<file path="src/uart_mmio_cfg.svh">
`ifndef UART_MMIO_CFG_SVH
`define UART_MMIO_CFG_SVH

// clock cycles spent on each serial bit.
// for a real board this would be the clock rate divided by the baud rate.
`define UART_CLKS_PER_BIT 8

// transmit buffer depth in 32-bit words.
// 64 words hold 256 bytes, so the byte pointers below wrap on their own.
`define UART_BUF_WORDS 64

// width of the head and tail byte pointers.
`define UART_PTR_W 8

// byte address of the head pointer register (read only).
`define UART_HEAD_OFFSET 32'h100

// byte address of the tail pointer register.
`define UART_TAIL_OFFSET 32'h104

// any other address falls into the buffer window,
// with the word index taken from address bits 7:2.

`endif
</file>
<file path="src/uart_mmio_pkg.sv">
`default_nettype none

`include "uart_mmio_cfg.svh"

package uart_mmio_pkg;

    // one command on the processor bus, as driven by the CPU side.
    typedef struct packed {
        logic        start;   // one-cycle command strobe.
        logic        write;   // level, high for a write command.
        logic [31:0] addr;    // byte address.
        logic [31:0] wdata;
    } mmio_req_t;

    // register that an address lands on.
    typedef enum logic [1:0] {
        SEL_BUFFER,
        SEL_HEAD,
        SEL_TAIL
    } reg_sel_e;

    // decoded command handed to the transmit queue.
    typedef struct packed {
        reg_sel_e                           sel;
        logic [$clog2(`UART_BUF_WORDS)-1:0] word_index;
        logic                               wr;     // write already qualified by start.
        logic [31:0]                        wdata;
    } mmio_sel_t;

    typedef enum logic {TXQ_IDLE, TXQ_WAIT_READY} tx_state_e;

    typedef enum logic [1:0] {SER_IDLE, SER_START, SER_DATA, SER_STOP} ser_state_e;

endpackage

`default_nettype wire

</file>
<file path="src/uart_mmio_top.sv">
`timescale 1ns/1ps
`default_nettype none

module uart_mmio_top (
    input  wire                           clk,
    input  wire                           rst_n,
    input  wire uart_mmio_pkg::mmio_req_t bus_req,
    output logic [31:0]                   rdata,
    output logic                          uart_tx
);

    uart_mmio_pkg::mmio_sel_t dec;      // decoded bus command.
    logic                     tx_ready; // line driver is idle.
    logic                     tx_start; // one-cycle handover strobe.
    logic [7:0]               tx_byte;

    // address decode.
    mmio_decode u_decode (
        .req (bus_req),
        .dec (dec)
    );

    // buffer, pointers and fetch machine.
    tx_queue u_queue (
        .clk      (clk),
        .rst_n    (rst_n),
        .dec      (dec),
        .rdata    (rdata),
        .tx_ready (tx_ready),
        .tx_start (tx_start),
        .tx_byte  (tx_byte)
    );

    // 8N1 line driver.
    // its busy time is the only thing that holds the queue back.
    uart_serializer u_serializer (
        .clk      (clk),
        .rst_n    (rst_n),
        .tx_start (tx_start),
        .tx_byte  (tx_byte),
        .tx_ready (tx_ready),
        .uart_tx  (uart_tx)
    );

endmodule

`default_nettype wire

</file>
<file path="src/uart_serializer.sv">
`timescale 1ns/1ps
`default_nettype none

`include "uart_mmio_cfg.svh"

module uart_serializer (
    input  wire        clk,
    input  wire        rst_n,
    input  wire        tx_start,
    input  wire  [7:0] tx_byte,
    output logic       tx_ready,
    output logic       uart_tx
);
    import uart_mmio_pkg::*;

    localparam int CNT_W = (`UART_CLKS_PER_BIT > 1) ? $clog2(`UART_CLKS_PER_BIT) : 1;

    ser_state_e       state;
    logic [CNT_W-1:0] bit_cnt;  // cycles spent in the current bit.
    logic [2:0]       bit_idx;  // data bit being sent.
    logic [7:0]       shift_q;
    logic             bit_end;

    assign bit_end  = (bit_cnt == CNT_W'(`UART_CLKS_PER_BIT - 1));
    assign tx_ready = (state == SER_IDLE);

    // bit period counter, free running while a frame is on the line.
    always_ff @(posedge clk or negedge rst_n) begin
        if (!rst_n) begin
            bit_cnt <= '0;
        end else if (state == SER_IDLE || bit_end) begin
            bit_cnt <= '0;
        end else begin
            bit_cnt <= bit_cnt + 1'b1;
        end
    end

    // frame sequencing.
    // the line is registered so it changes exactly at bit boundaries.
    always_ff @(posedge clk or negedge rst_n) begin
        if (!rst_n) begin
            state   <= SER_IDLE;
            uart_tx <= 1'b1;        // idle line is mark.
            bit_idx <= '0;
            shift_q <= '0;
        end else begin
            case (state)
                SER_IDLE: begin
                    uart_tx <= 1'b1;
                    if (tx_start) begin
                        shift_q <= tx_byte;
                        uart_tx <= 1'b0;    // start bit.
                        state   <= SER_START;
                    end
                end
                SER_START: begin
                    if (bit_end) begin
                        uart_tx <= shift_q[0];  // lsb first.
                        shift_q <= {1'b0, shift_q[7:1]};
                        bit_idx <= '0;
                        state   <= SER_DATA;
                    end
                end
                SER_DATA: begin
                    if (bit_end) begin
                        if (bit_idx == 3'd7) begin
                            uart_tx <= 1'b1;    // stop bit.
                            state   <= SER_STOP;
                        end else begin
                            uart_tx <= shift_q[0];
                            shift_q <= {1'b0, shift_q[7:1]};
                            bit_idx <= bit_idx + 1'b1;
                        end
                    end
                end
                SER_STOP: begin
                    if (bit_end) begin
                        state <= SER_IDLE;  // ready again once the stop bit is done.
                    end
                end
                default: begin
                    state   <= SER_IDLE;
                    uart_tx <= 1'b1;
                end
            endcase
        end
    end

endmodule

`default_nettype wire

</file>
<file path="src/tx_queue.sv">
`timescale 1ns/1ps
`default_nettype none

`include "uart_mmio_cfg.svh"

module tx_queue (
    input  wire                       clk,
    input  wire                       rst_n,
    input  wire uart_mmio_pkg::mmio_sel_t dec,
    output logic [31:0]               rdata,
    input  wire                       tx_ready,
    output logic                      tx_start,
    output logic [7:0]                tx_byte
);
    import uart_mmio_pkg::*;

    localparam int IDX_W = $clog2(`UART_BUF_WORDS);

    logic [31:0]            buf_mem [0:`UART_BUF_WORDS-1];
    logic [`UART_PTR_W-1:0] head;
    logic [`UART_PTR_W-1:0] tail;
    logic [IDX_W-1:0]       head_word;  // word holding the byte at the head.
    logic [1:0]             head_lane;  // byte lane within that word.
    logic [31:0]            word_q;     // word fetched for the byte in progress.
    tx_state_e              state;
    logic                   fetch_word;
    logic                   issue_byte;

    assign head_word = head[`UART_PTR_W-1:2];
    assign head_lane = head[1:0];

    // the queue is not empty and nothing is staged yet.
    assign fetch_word = (state == TXQ_IDLE) && (tail != head);

    // a word is staged and the line driver is idle.
    assign issue_byte = (state == TXQ_WAIT_READY) && tx_ready;

    // buffer writes from the bus.
    always_ff @(posedge clk) begin
        if (dec.wr && dec.sel == SEL_BUFFER) begin
            buf_mem[dec.word_index] <= dec.wdata;
        end
    end

    // tail pointer, written by software only. head writes are dropped.
    always_ff @(posedge clk or negedge rst_n) begin
        if (!rst_n) begin
            tail <= '0;
        end else if (dec.wr && dec.sel == SEL_TAIL) begin
            tail <= dec.wdata[`UART_PTR_W-1:0];
        end
    end

    // registered read port.
    // it follows the address every cycle, start or no start.
    always_ff @(posedge clk or negedge rst_n) begin
        if (!rst_n) begin
            rdata <= '0;
        end else begin
            case (dec.sel)
                SEL_HEAD: rdata <= 32'(head);   // pointers read back zero-extended.
                SEL_TAIL: rdata <= 32'(tail);
                default:  rdata <= buf_mem[dec.word_index];
            endcase
        end
    end

    // fetch machine.
    // one byte is handed over per idle period of the line driver, and the
    // next word is fetched while that byte is still being shifted out.
    always_ff @(posedge clk or negedge rst_n) begin
        if (!rst_n) begin
            state    <= TXQ_IDLE;
            head     <= '0;
            tx_start <= 1'b0;
        end else begin
            case (state)
                TXQ_IDLE: begin
                    tx_start <= 1'b0;   // the strobe lasts a single cycle.
                    if (fetch_word) begin
                        state <= TXQ_WAIT_READY;
                    end
                end
                TXQ_WAIT_READY: begin
                    if (issue_byte) begin
                        tx_start <= 1'b1;
                        head     <= head + 1'b1;
                        state    <= TXQ_IDLE;
                    end
                end
                default: begin
                    state    <= TXQ_IDLE;
                    tx_start <= 1'b0;
                end
            endcase
        end
    end

    // staged word and outgoing byte.
    always_ff @(posedge clk) begin
        if (fetch_word) begin
            word_q <= buf_mem[head_word];
        end
        if (issue_byte) begin
            case (head_lane)
                2'd0:    tx_byte <= word_q[7:0];    // lane 0 goes out first.
                2'd1:    tx_byte <= word_q[15:8];
                2'd2:    tx_byte <= word_q[23:16];
                default: tx_byte <= word_q[31:24];
            endcase
        end
    end

    // software must keep the tail from running past the head.
    // nothing here checks for overflow.

endmodule

`default_nettype wire

</file>
<file path="src/mmio_decode.sv">
`timescale 1ns/1ps
`default_nettype none

`include "uart_mmio_cfg.svh"

module mmio_decode (
    input  wire uart_mmio_pkg::mmio_req_t req,
    output uart_mmio_pkg::mmio_sel_t      dec
);
    import uart_mmio_pkg::*;

    always_comb begin
        if (req.addr == `UART_HEAD_OFFSET) begin
            dec.sel = SEL_HEAD;
        end else if (req.addr == `UART_TAIL_OFFSET) begin
            dec.sel = SEL_TAIL;
        end else begin
            dec.sel = SEL_BUFFER;
        end
        dec.word_index = req.addr[$clog2(`UART_BUF_WORDS)+1:2];
        dec.wr         = req.start && req.write;
        dec.wdata      = req.wdata;
    end
endmodule

`default_nettype wire

</file>
<file path="config.mk">
export PLATFORM = sky130hd
export DESIGN_NAME = uart_mmio_top
export DESIGN_NICKNAME = d
export VERILOG_FILES = /design/src/uart_mmio_pkg.sv /design/src/uart_mmio_top.sv /design/src/uart_serializer.sv /design/src/tx_queue.sv /design/src/mmio_decode.sv
export VERILOG_INCLUDE_DIRS = /design/src
export SDC_FILE = /design/constraint.sdc
export NUM_CORES = 2
export LEC_CHECK = 0
export BUFFER_PORTS_ARGS = -buffer_cell sky130_fd_sc_hd__buf_4
export CAP_MARGIN = 25
export CORE_UTILIZATION = 34
export DETAILED_ROUTE_END_ITERATION = 8
export PLACE_DENSITY_LB_ADDON = 0.25
export SLEW_MARGIN = 20
export SYNTH_ARGS = -nofsm -noshare
export SYNTH_HDL_FRONTEND = slang
export SYNTH_HIERARCHICAL = 1
export SYNTH_SLANG_ARGS = --single-unit
</file>
<file path="constraint.sdc">
create_clock -name clk -period 5.36 [get_ports clk]
set_clock_uncertainty 0.2 [all_clocks]
set_input_delay 0.804 -clock clk [delete_from_list [all_inputs] [get_ports clk]]
set_output_delay 0.804 -clock clk [all_outputs]
set_load 0.03 [all_outputs]
</file>
# Yosys cells after proc, flatten, opt, wreduce, memory -nomap -nowiden
# Memories as Yosys holds them, arrays and structs flattened. A register that Yosys moved wholly into a read port is not among the register bits.
# Index checks and enable logic that the tools add are counted.
[totals]
register_bits = 75
latchBits = 0
ram_bits = 2048
romBits = 0
input_bits = 68
output_inout_bits = 33
memories = 1
[classes]
n_addsub = 3
n_mul = 0
div = 0
n_lt_le_gt_ge = 0
eq_ne = 19
shifts = 0
n_mux = 32
bitwise_logic = 1
n_reduce_logical = 16
[mem_list]
columns = ["name", "words", "word_bits", "read_ports", "rd_ports_with_merged_regs", "write_ports", "line_no", "rtl"]
rows = [
  ["u_queue.buf_mem", 64, 32, 2, 1, 1, "tx_queue.sv:19", "logic [31:0] buf_mem [0:`UART_BUF_WORDS-1];"],
]
[op_table]
columns = ["cell", "n"]
rows = [
  ["$eq 32x9->1 const B", 2],
  ["$pmux 32 s2", 1],
  ["$pmux 8 s3", 2],
  ["$mux 8", 4],
  ["$mux 2", 7],
  ["$mux 3", 4],
  ["$reduce_and 5->1", 2],
  ["$mux 1", 9],
  ["$add 8x1->8 const B", 1],
  ["$eq 2x2->1 const B", 4],
  ["$ne 2x1->1 const B", 4],
  ["$ne 8x8->1", 1],
  ["$pmux 2 s4", 1],
  ["$add 3x1->3 const B", 2],
  ["$eq 2x1->1 const B", 3],
  ["$eq 3x3->1 const B", 2],
  ["$logic_not 2->1", 3],
  ["$ne 2x2->1 const B", 3],
  ["$pmux 3 s2", 1],
  ["$logic_and 1x1->1", 5],
  ["$pmux 1 s2", 2],
  ["$reduce_and 4->1", 1],
  ["$pmux 1 s3", 1],
  ["$reduce_and 3->1", 1],
  ["5 further kinds", 5],
]

# Depth between registers and ports, before layout
[logic_depth]
ltp_word = 7
depth_mapped = 13

# Cells and area by module
# The synthesis kept the hierarchy.
[modules_own_cells]
columns = ["module", "instances", "cells_each", "area_per_inst_um2", "seq_area_each_um2"]
rows = [
  ["tx_queue", 1, 5325, 97948.9, 63951.3],
  ["uart_serializer", 1, 78, 973.4, 426.7],
  ["mmio_decode", 1, 52, 394.1, 0.0],
]

# Worst setup path before layout
# No wires, ideal clock.
[synth_path]
kind = "input to register"
from = "in bus_req[35] in the netlist's numbering"
to = "mem u_queue.buf_mem[12][0] (enable)"
setup_ns = 0.421
arrival_time_ns = 3.728
t_required_ns = 4.739
slack_ns = 1.010
stages = 9
path_buffers = 6
cell_sequence = "buf_4 buf_2 buf_4 nor2_1 buf_2 buf_1 buf_2 nand3_1 nor2_1"
[synth_via]
elab_chain_cells = 7
[synth_rtl]
columns = ["element", "line_no", "rtl"]
rows = [
  ["start: declaration", "uart_mmio_top.sv:7", "input wire uart_mmio_pkg::mmio_req_t bus_req,"],
  ["$eq 32x9->1 (no source line)", "--", ""],
  ["$mux 2", "mmio_decode.sv:15", "end else if (req.addr == `UART_TAIL_OFFSET) begin"],
  ["$mux 2", "mmio_decode.sv:13", "if (req.addr == `UART_HEAD_OFFSET) begin"],
  ["$logic_not 2->1", "tx_queue.sv:40", "if (dec.wr && dec.sel == SEL_BUFFER) begin"],
  ["$logic_and 1x1->1", "tx_queue.sv:40", ""],
  ["$mux 1", "tx_queue.sv:40", ""],
  ["$mux 1 (not written as such)", "tx_queue.sv:41", "buf_mem[dec.word_index] <= dec.wdata;"],
  ["end: declaration", "tx_queue.sv:19", ""],
]
# Several ways; a longest one is shown, not always the timed one.

# Final worst setup path
[layout_path]
from = "reg u_queue.head[2]"
to = "reg u_queue.word_q[12] (read register of u_queue.buf_mem) (data pin)"
[layout_via]
elab_chain_cells = 2
[layout_rtl]
columns = ["element", "line_no", "rtl"]
rows = [
  ["start: declaration", "tx_queue.sv:20", "logic [`UART_PTR_W-1:0] head;"],
  ["start signal: assignment", "tx_queue.sv:87", "head <= head + 1'b1;"],
  ["$ne 8x8->1", "tx_queue.sv:33", "assign fetch_word = (state == TXQ_IDLE) && (tail != head);"],
  ["$logic_and 1x1->1", "tx_queue.sv:33", ""],
  ["end: declaration", "tx_queue.sv:24", "logic [31:0] word_q;"],
]
# Several ways; a longest one is shown, not always the timed one.
# A chain may end at the register's enable or synchronous reset.

==> impl_metrics.tcl <==
set metrics [dict create \
    cts-root-buf "clkbuf_16" \
    fin_setup_tns_ns 0 \
    cap_violations 0 \
    cts_buffer_depth 3 \
    synth_flop_cell "edfxtp_1" \
    via_per_inst 6.658 \
    fmax_ghz 0.2449 \
    area_growth_pct 15.05 \
    finalCriticalPeriod_ns 4.083 \
    reg2reg_slack_ns 1.28 \
    crit_type "flop to flop" \
    synthTopCellsByCount "edfxtp_1, mux4_2, mux2i_1" \
    rows 198 \
    antenna_found_initial 25 \
    ys_seq_area_frac 0.6482 \
    final_util 0.3929 \
    worstMarginPinSlew_ns 1.183 \
    cp_max_fo 28 \
    cts_tree "yes" \
    dp_hpwl_mm 259.8 \
    grt.total_usage 0.2798 \
    gp_congestion 0.9133 \
    wl_per_cell_um 42.92 \
    worstSkewPairLatency_ns 0.92 \
    setup_viol 0 \
    yosys.area.top_type "edfxtp_1" \
    initial_utilization 0.3415 \
    rsz0062_at_grt "no" \
    crit_arrival_ns 4.47 \
    ir_drop_mv 0.3871 \
    grt_start_max_net_pins 90 \
    fin_nets 5706 \
    syn_area_um2 99320 \
    initialDrtViolationCount 10682 \
    wirelength_mm 418.1 \
    finalCritPeriodShare 0.7617 \
    grt_pass1_wl_mm 559.7 \
    start_kind "flop" \
    synthArstFlopShare 0.03109 \
    netlist.area_leader.share 0.6313 \
    synth_most_common_cell "edfxtp_1" \
    min-delay-start "bus_req[10]" \
    end_kind "flop" \
    clk_pin_slew_ns 0.06 \
    cts-buffers-inserted 229 \
    ys_top_cells_by_area "edfxtp_1, mux4_2, mux2_2" \
    required_ns 5.75 \
    grt_overflow 0 \
    r2r_cells 5 \
    ys_seq_elements 2155 \
    synth_warnings 6 \
    cellPowerDensity_nw_per_um2 327.1 \
    hold_class "primary input to flop" \
    io_buffers 100 \
    ctsResizeCount 0 \
    regToRegStartpoint "u_queue/head[2]" \
    reg2reg_to "u_queue/word_q[12]" \
    multi_input_comb_area_um2 32980 \
    die_area_um2 294300 \
    maxSlewViolCount 0 \
    remaining_drc_errors 0 \
    drive_gt1_frac 0.3249 \
    dieHeight_um 542.5 \
    core_um2 290800 \
    syn-num-nets 5540 \
    hold_end "u_queue/buf_mem[1][10]" \
    finalHoldViolations 0 \
    synth_cell_types 74 \
    vias 64853 \
    status "completed" \
    fill_cells 26210 \
    pin_count 101 \
    synthCells 5455 \
    synth_edf_count 2088 \
    slew_headroom 0.2099 \
    grt_pass1_vias 62570 \
    seqCellArea_um2 64390 \
    firstDrtPassIters 9 \
    die_w_um 542.5 \
    cts-htree-levels 4 \
    avgSynthCellArea_um2 18.21 \
    leakage_nw 34.89 \
    hold_buffers 1 \
    postCtsSetupBuffers 0 \
    min_path_cells 1 \
    ant_nets 0 \
    cts_num_sinks 2155 \
]
[per-layer routing]
metal | track usage | vias to the layer above | wire length (um)
met5 | 0 | - | 110
met1 | 0.3764 | 34844 | 157200
met3 | 0.06643 | 1013 | 50080
li1 | - | 23771 | -
met4 | 0.1446 | 14 | 24750
met2 | 0.4209 | 5211 | 185900
[power by group]
group | switching, mW | internal (mW)
clock | 7.04 | 9.35
combinational | 1.59 | 0.683
sequential | 0.112 | 18.6
total | 8.75 | 28.6
[cell type report]
class / instances / area share
antenna: 20 / 0.0004380
clock buffer: 293 / 0.05395
clock inverter: 137 / 0.01359
inverter: 22 / 0.0008541
multi-input combinational: 2768 / 0.2886
sequential: 2155 / 0.5635
tap: 3900 / 0.04270
timing repair buffer: 445 / 0.03633
[flip-flops by register name (all words and copies together), names as in the netlist]
register              cells
u_serializer/bit_cnt      3
u_queue/head              8
u_queue/tx_start          1
u_queue/tx_byte           8
u_queue/state             1
u_queue/tail              8
u_serializer/bit_idx      3
u_queue/rdata            32
u_serializer/state        2
u_serializer/shift_q      8
u_serializer/uart_tx      1
u_queue/buf_mem        2048
u_queue/word_q           32
[cell usage in the layout, fill, tap and decap left out, drive strengths merged, types with 18 or more instances in the layout]
cell type	netlist	routed
edfxtp	2088	2088
mux4	764	764
buf	337	444
clkbuf	173	293
mux2i	234	234
a221oi	224	224
mux2	222	222
a22oi	192	192
nor2	165	165
a21oi	141	141
nand2	125	125
o22ai	116	116
o21ai	111	111
clkinv	0	93
a211oi	69	69
dfrtp	66	66
nor2b	43	43
a22o	31	31
a31oi	31	31
a221o	28	28
bufinv	0	25
inv	22	25
a222oi	23	23
nand3	22	22
diode	0	20
o22a	18	18
[worst max-delay path by stage]
stage                         start                     end  depth (start not counted)  slack, ns
floorplan               bus_req[35]  u_queue/buf_mem[12][0]                          9       1.01
finish              u_queue/head[2]      u_queue/word_q[12]                          5       1.28
detailed placement      bus_req[36]   u_queue/buf_mem[8][3]                         12       0.78
global route        u_queue/head[2]      u_queue/word_q[27]                          8       1.33
global placement        bus_req[36]  u_queue/buf_mem[9][27]                         12       0.75
CTS                 u_queue/head[2]      u_queue/word_q[12]                          5       1.45
[through the flow]
step	setup WS, ns	std cells	hold slack, ns	area (um^2)	power [mW]
4_1_cts	1.454	9719	0.1974	114200	37.45
3_5_place_dp	0.7753	9288	0.2343	106500	21.28
2_1_floorplan	1.010	5455	0.2150	99320	20.12
3_3_place_gp	0.7478	9283	0.2258	106400	21.27
5_1_grt	1.330	9725	0.2461	114200	38.13
6_report	1.277	9740	0.2324	114300	37.37
[worst max-delay path: stages, from the launching register on]
cell     delay [ns]
dfrtp_4        0.77
buf_4          0.61
mux4_2         0.60
mux4_2         0.50
a22oi_1        0.66
nand2_1        0.35
[cells by family after synthesis]
logic type / after synthesis / synth area share
flip-flops: 2155 / 0.6482
multiplexers: 1220 / 0.2220
AO/OA/AOI/OAI: 1080 / 0.07965
buffers and inverters: 532 / 0.02620
AND/OR/NAND/NOR: 436 / 0.02047
adder cells (fa/ha/maj): 17 / 0.002142
XOR/XNOR: 15 / 0.001323
Note: power is estimated with default switching activity, not from simulation.
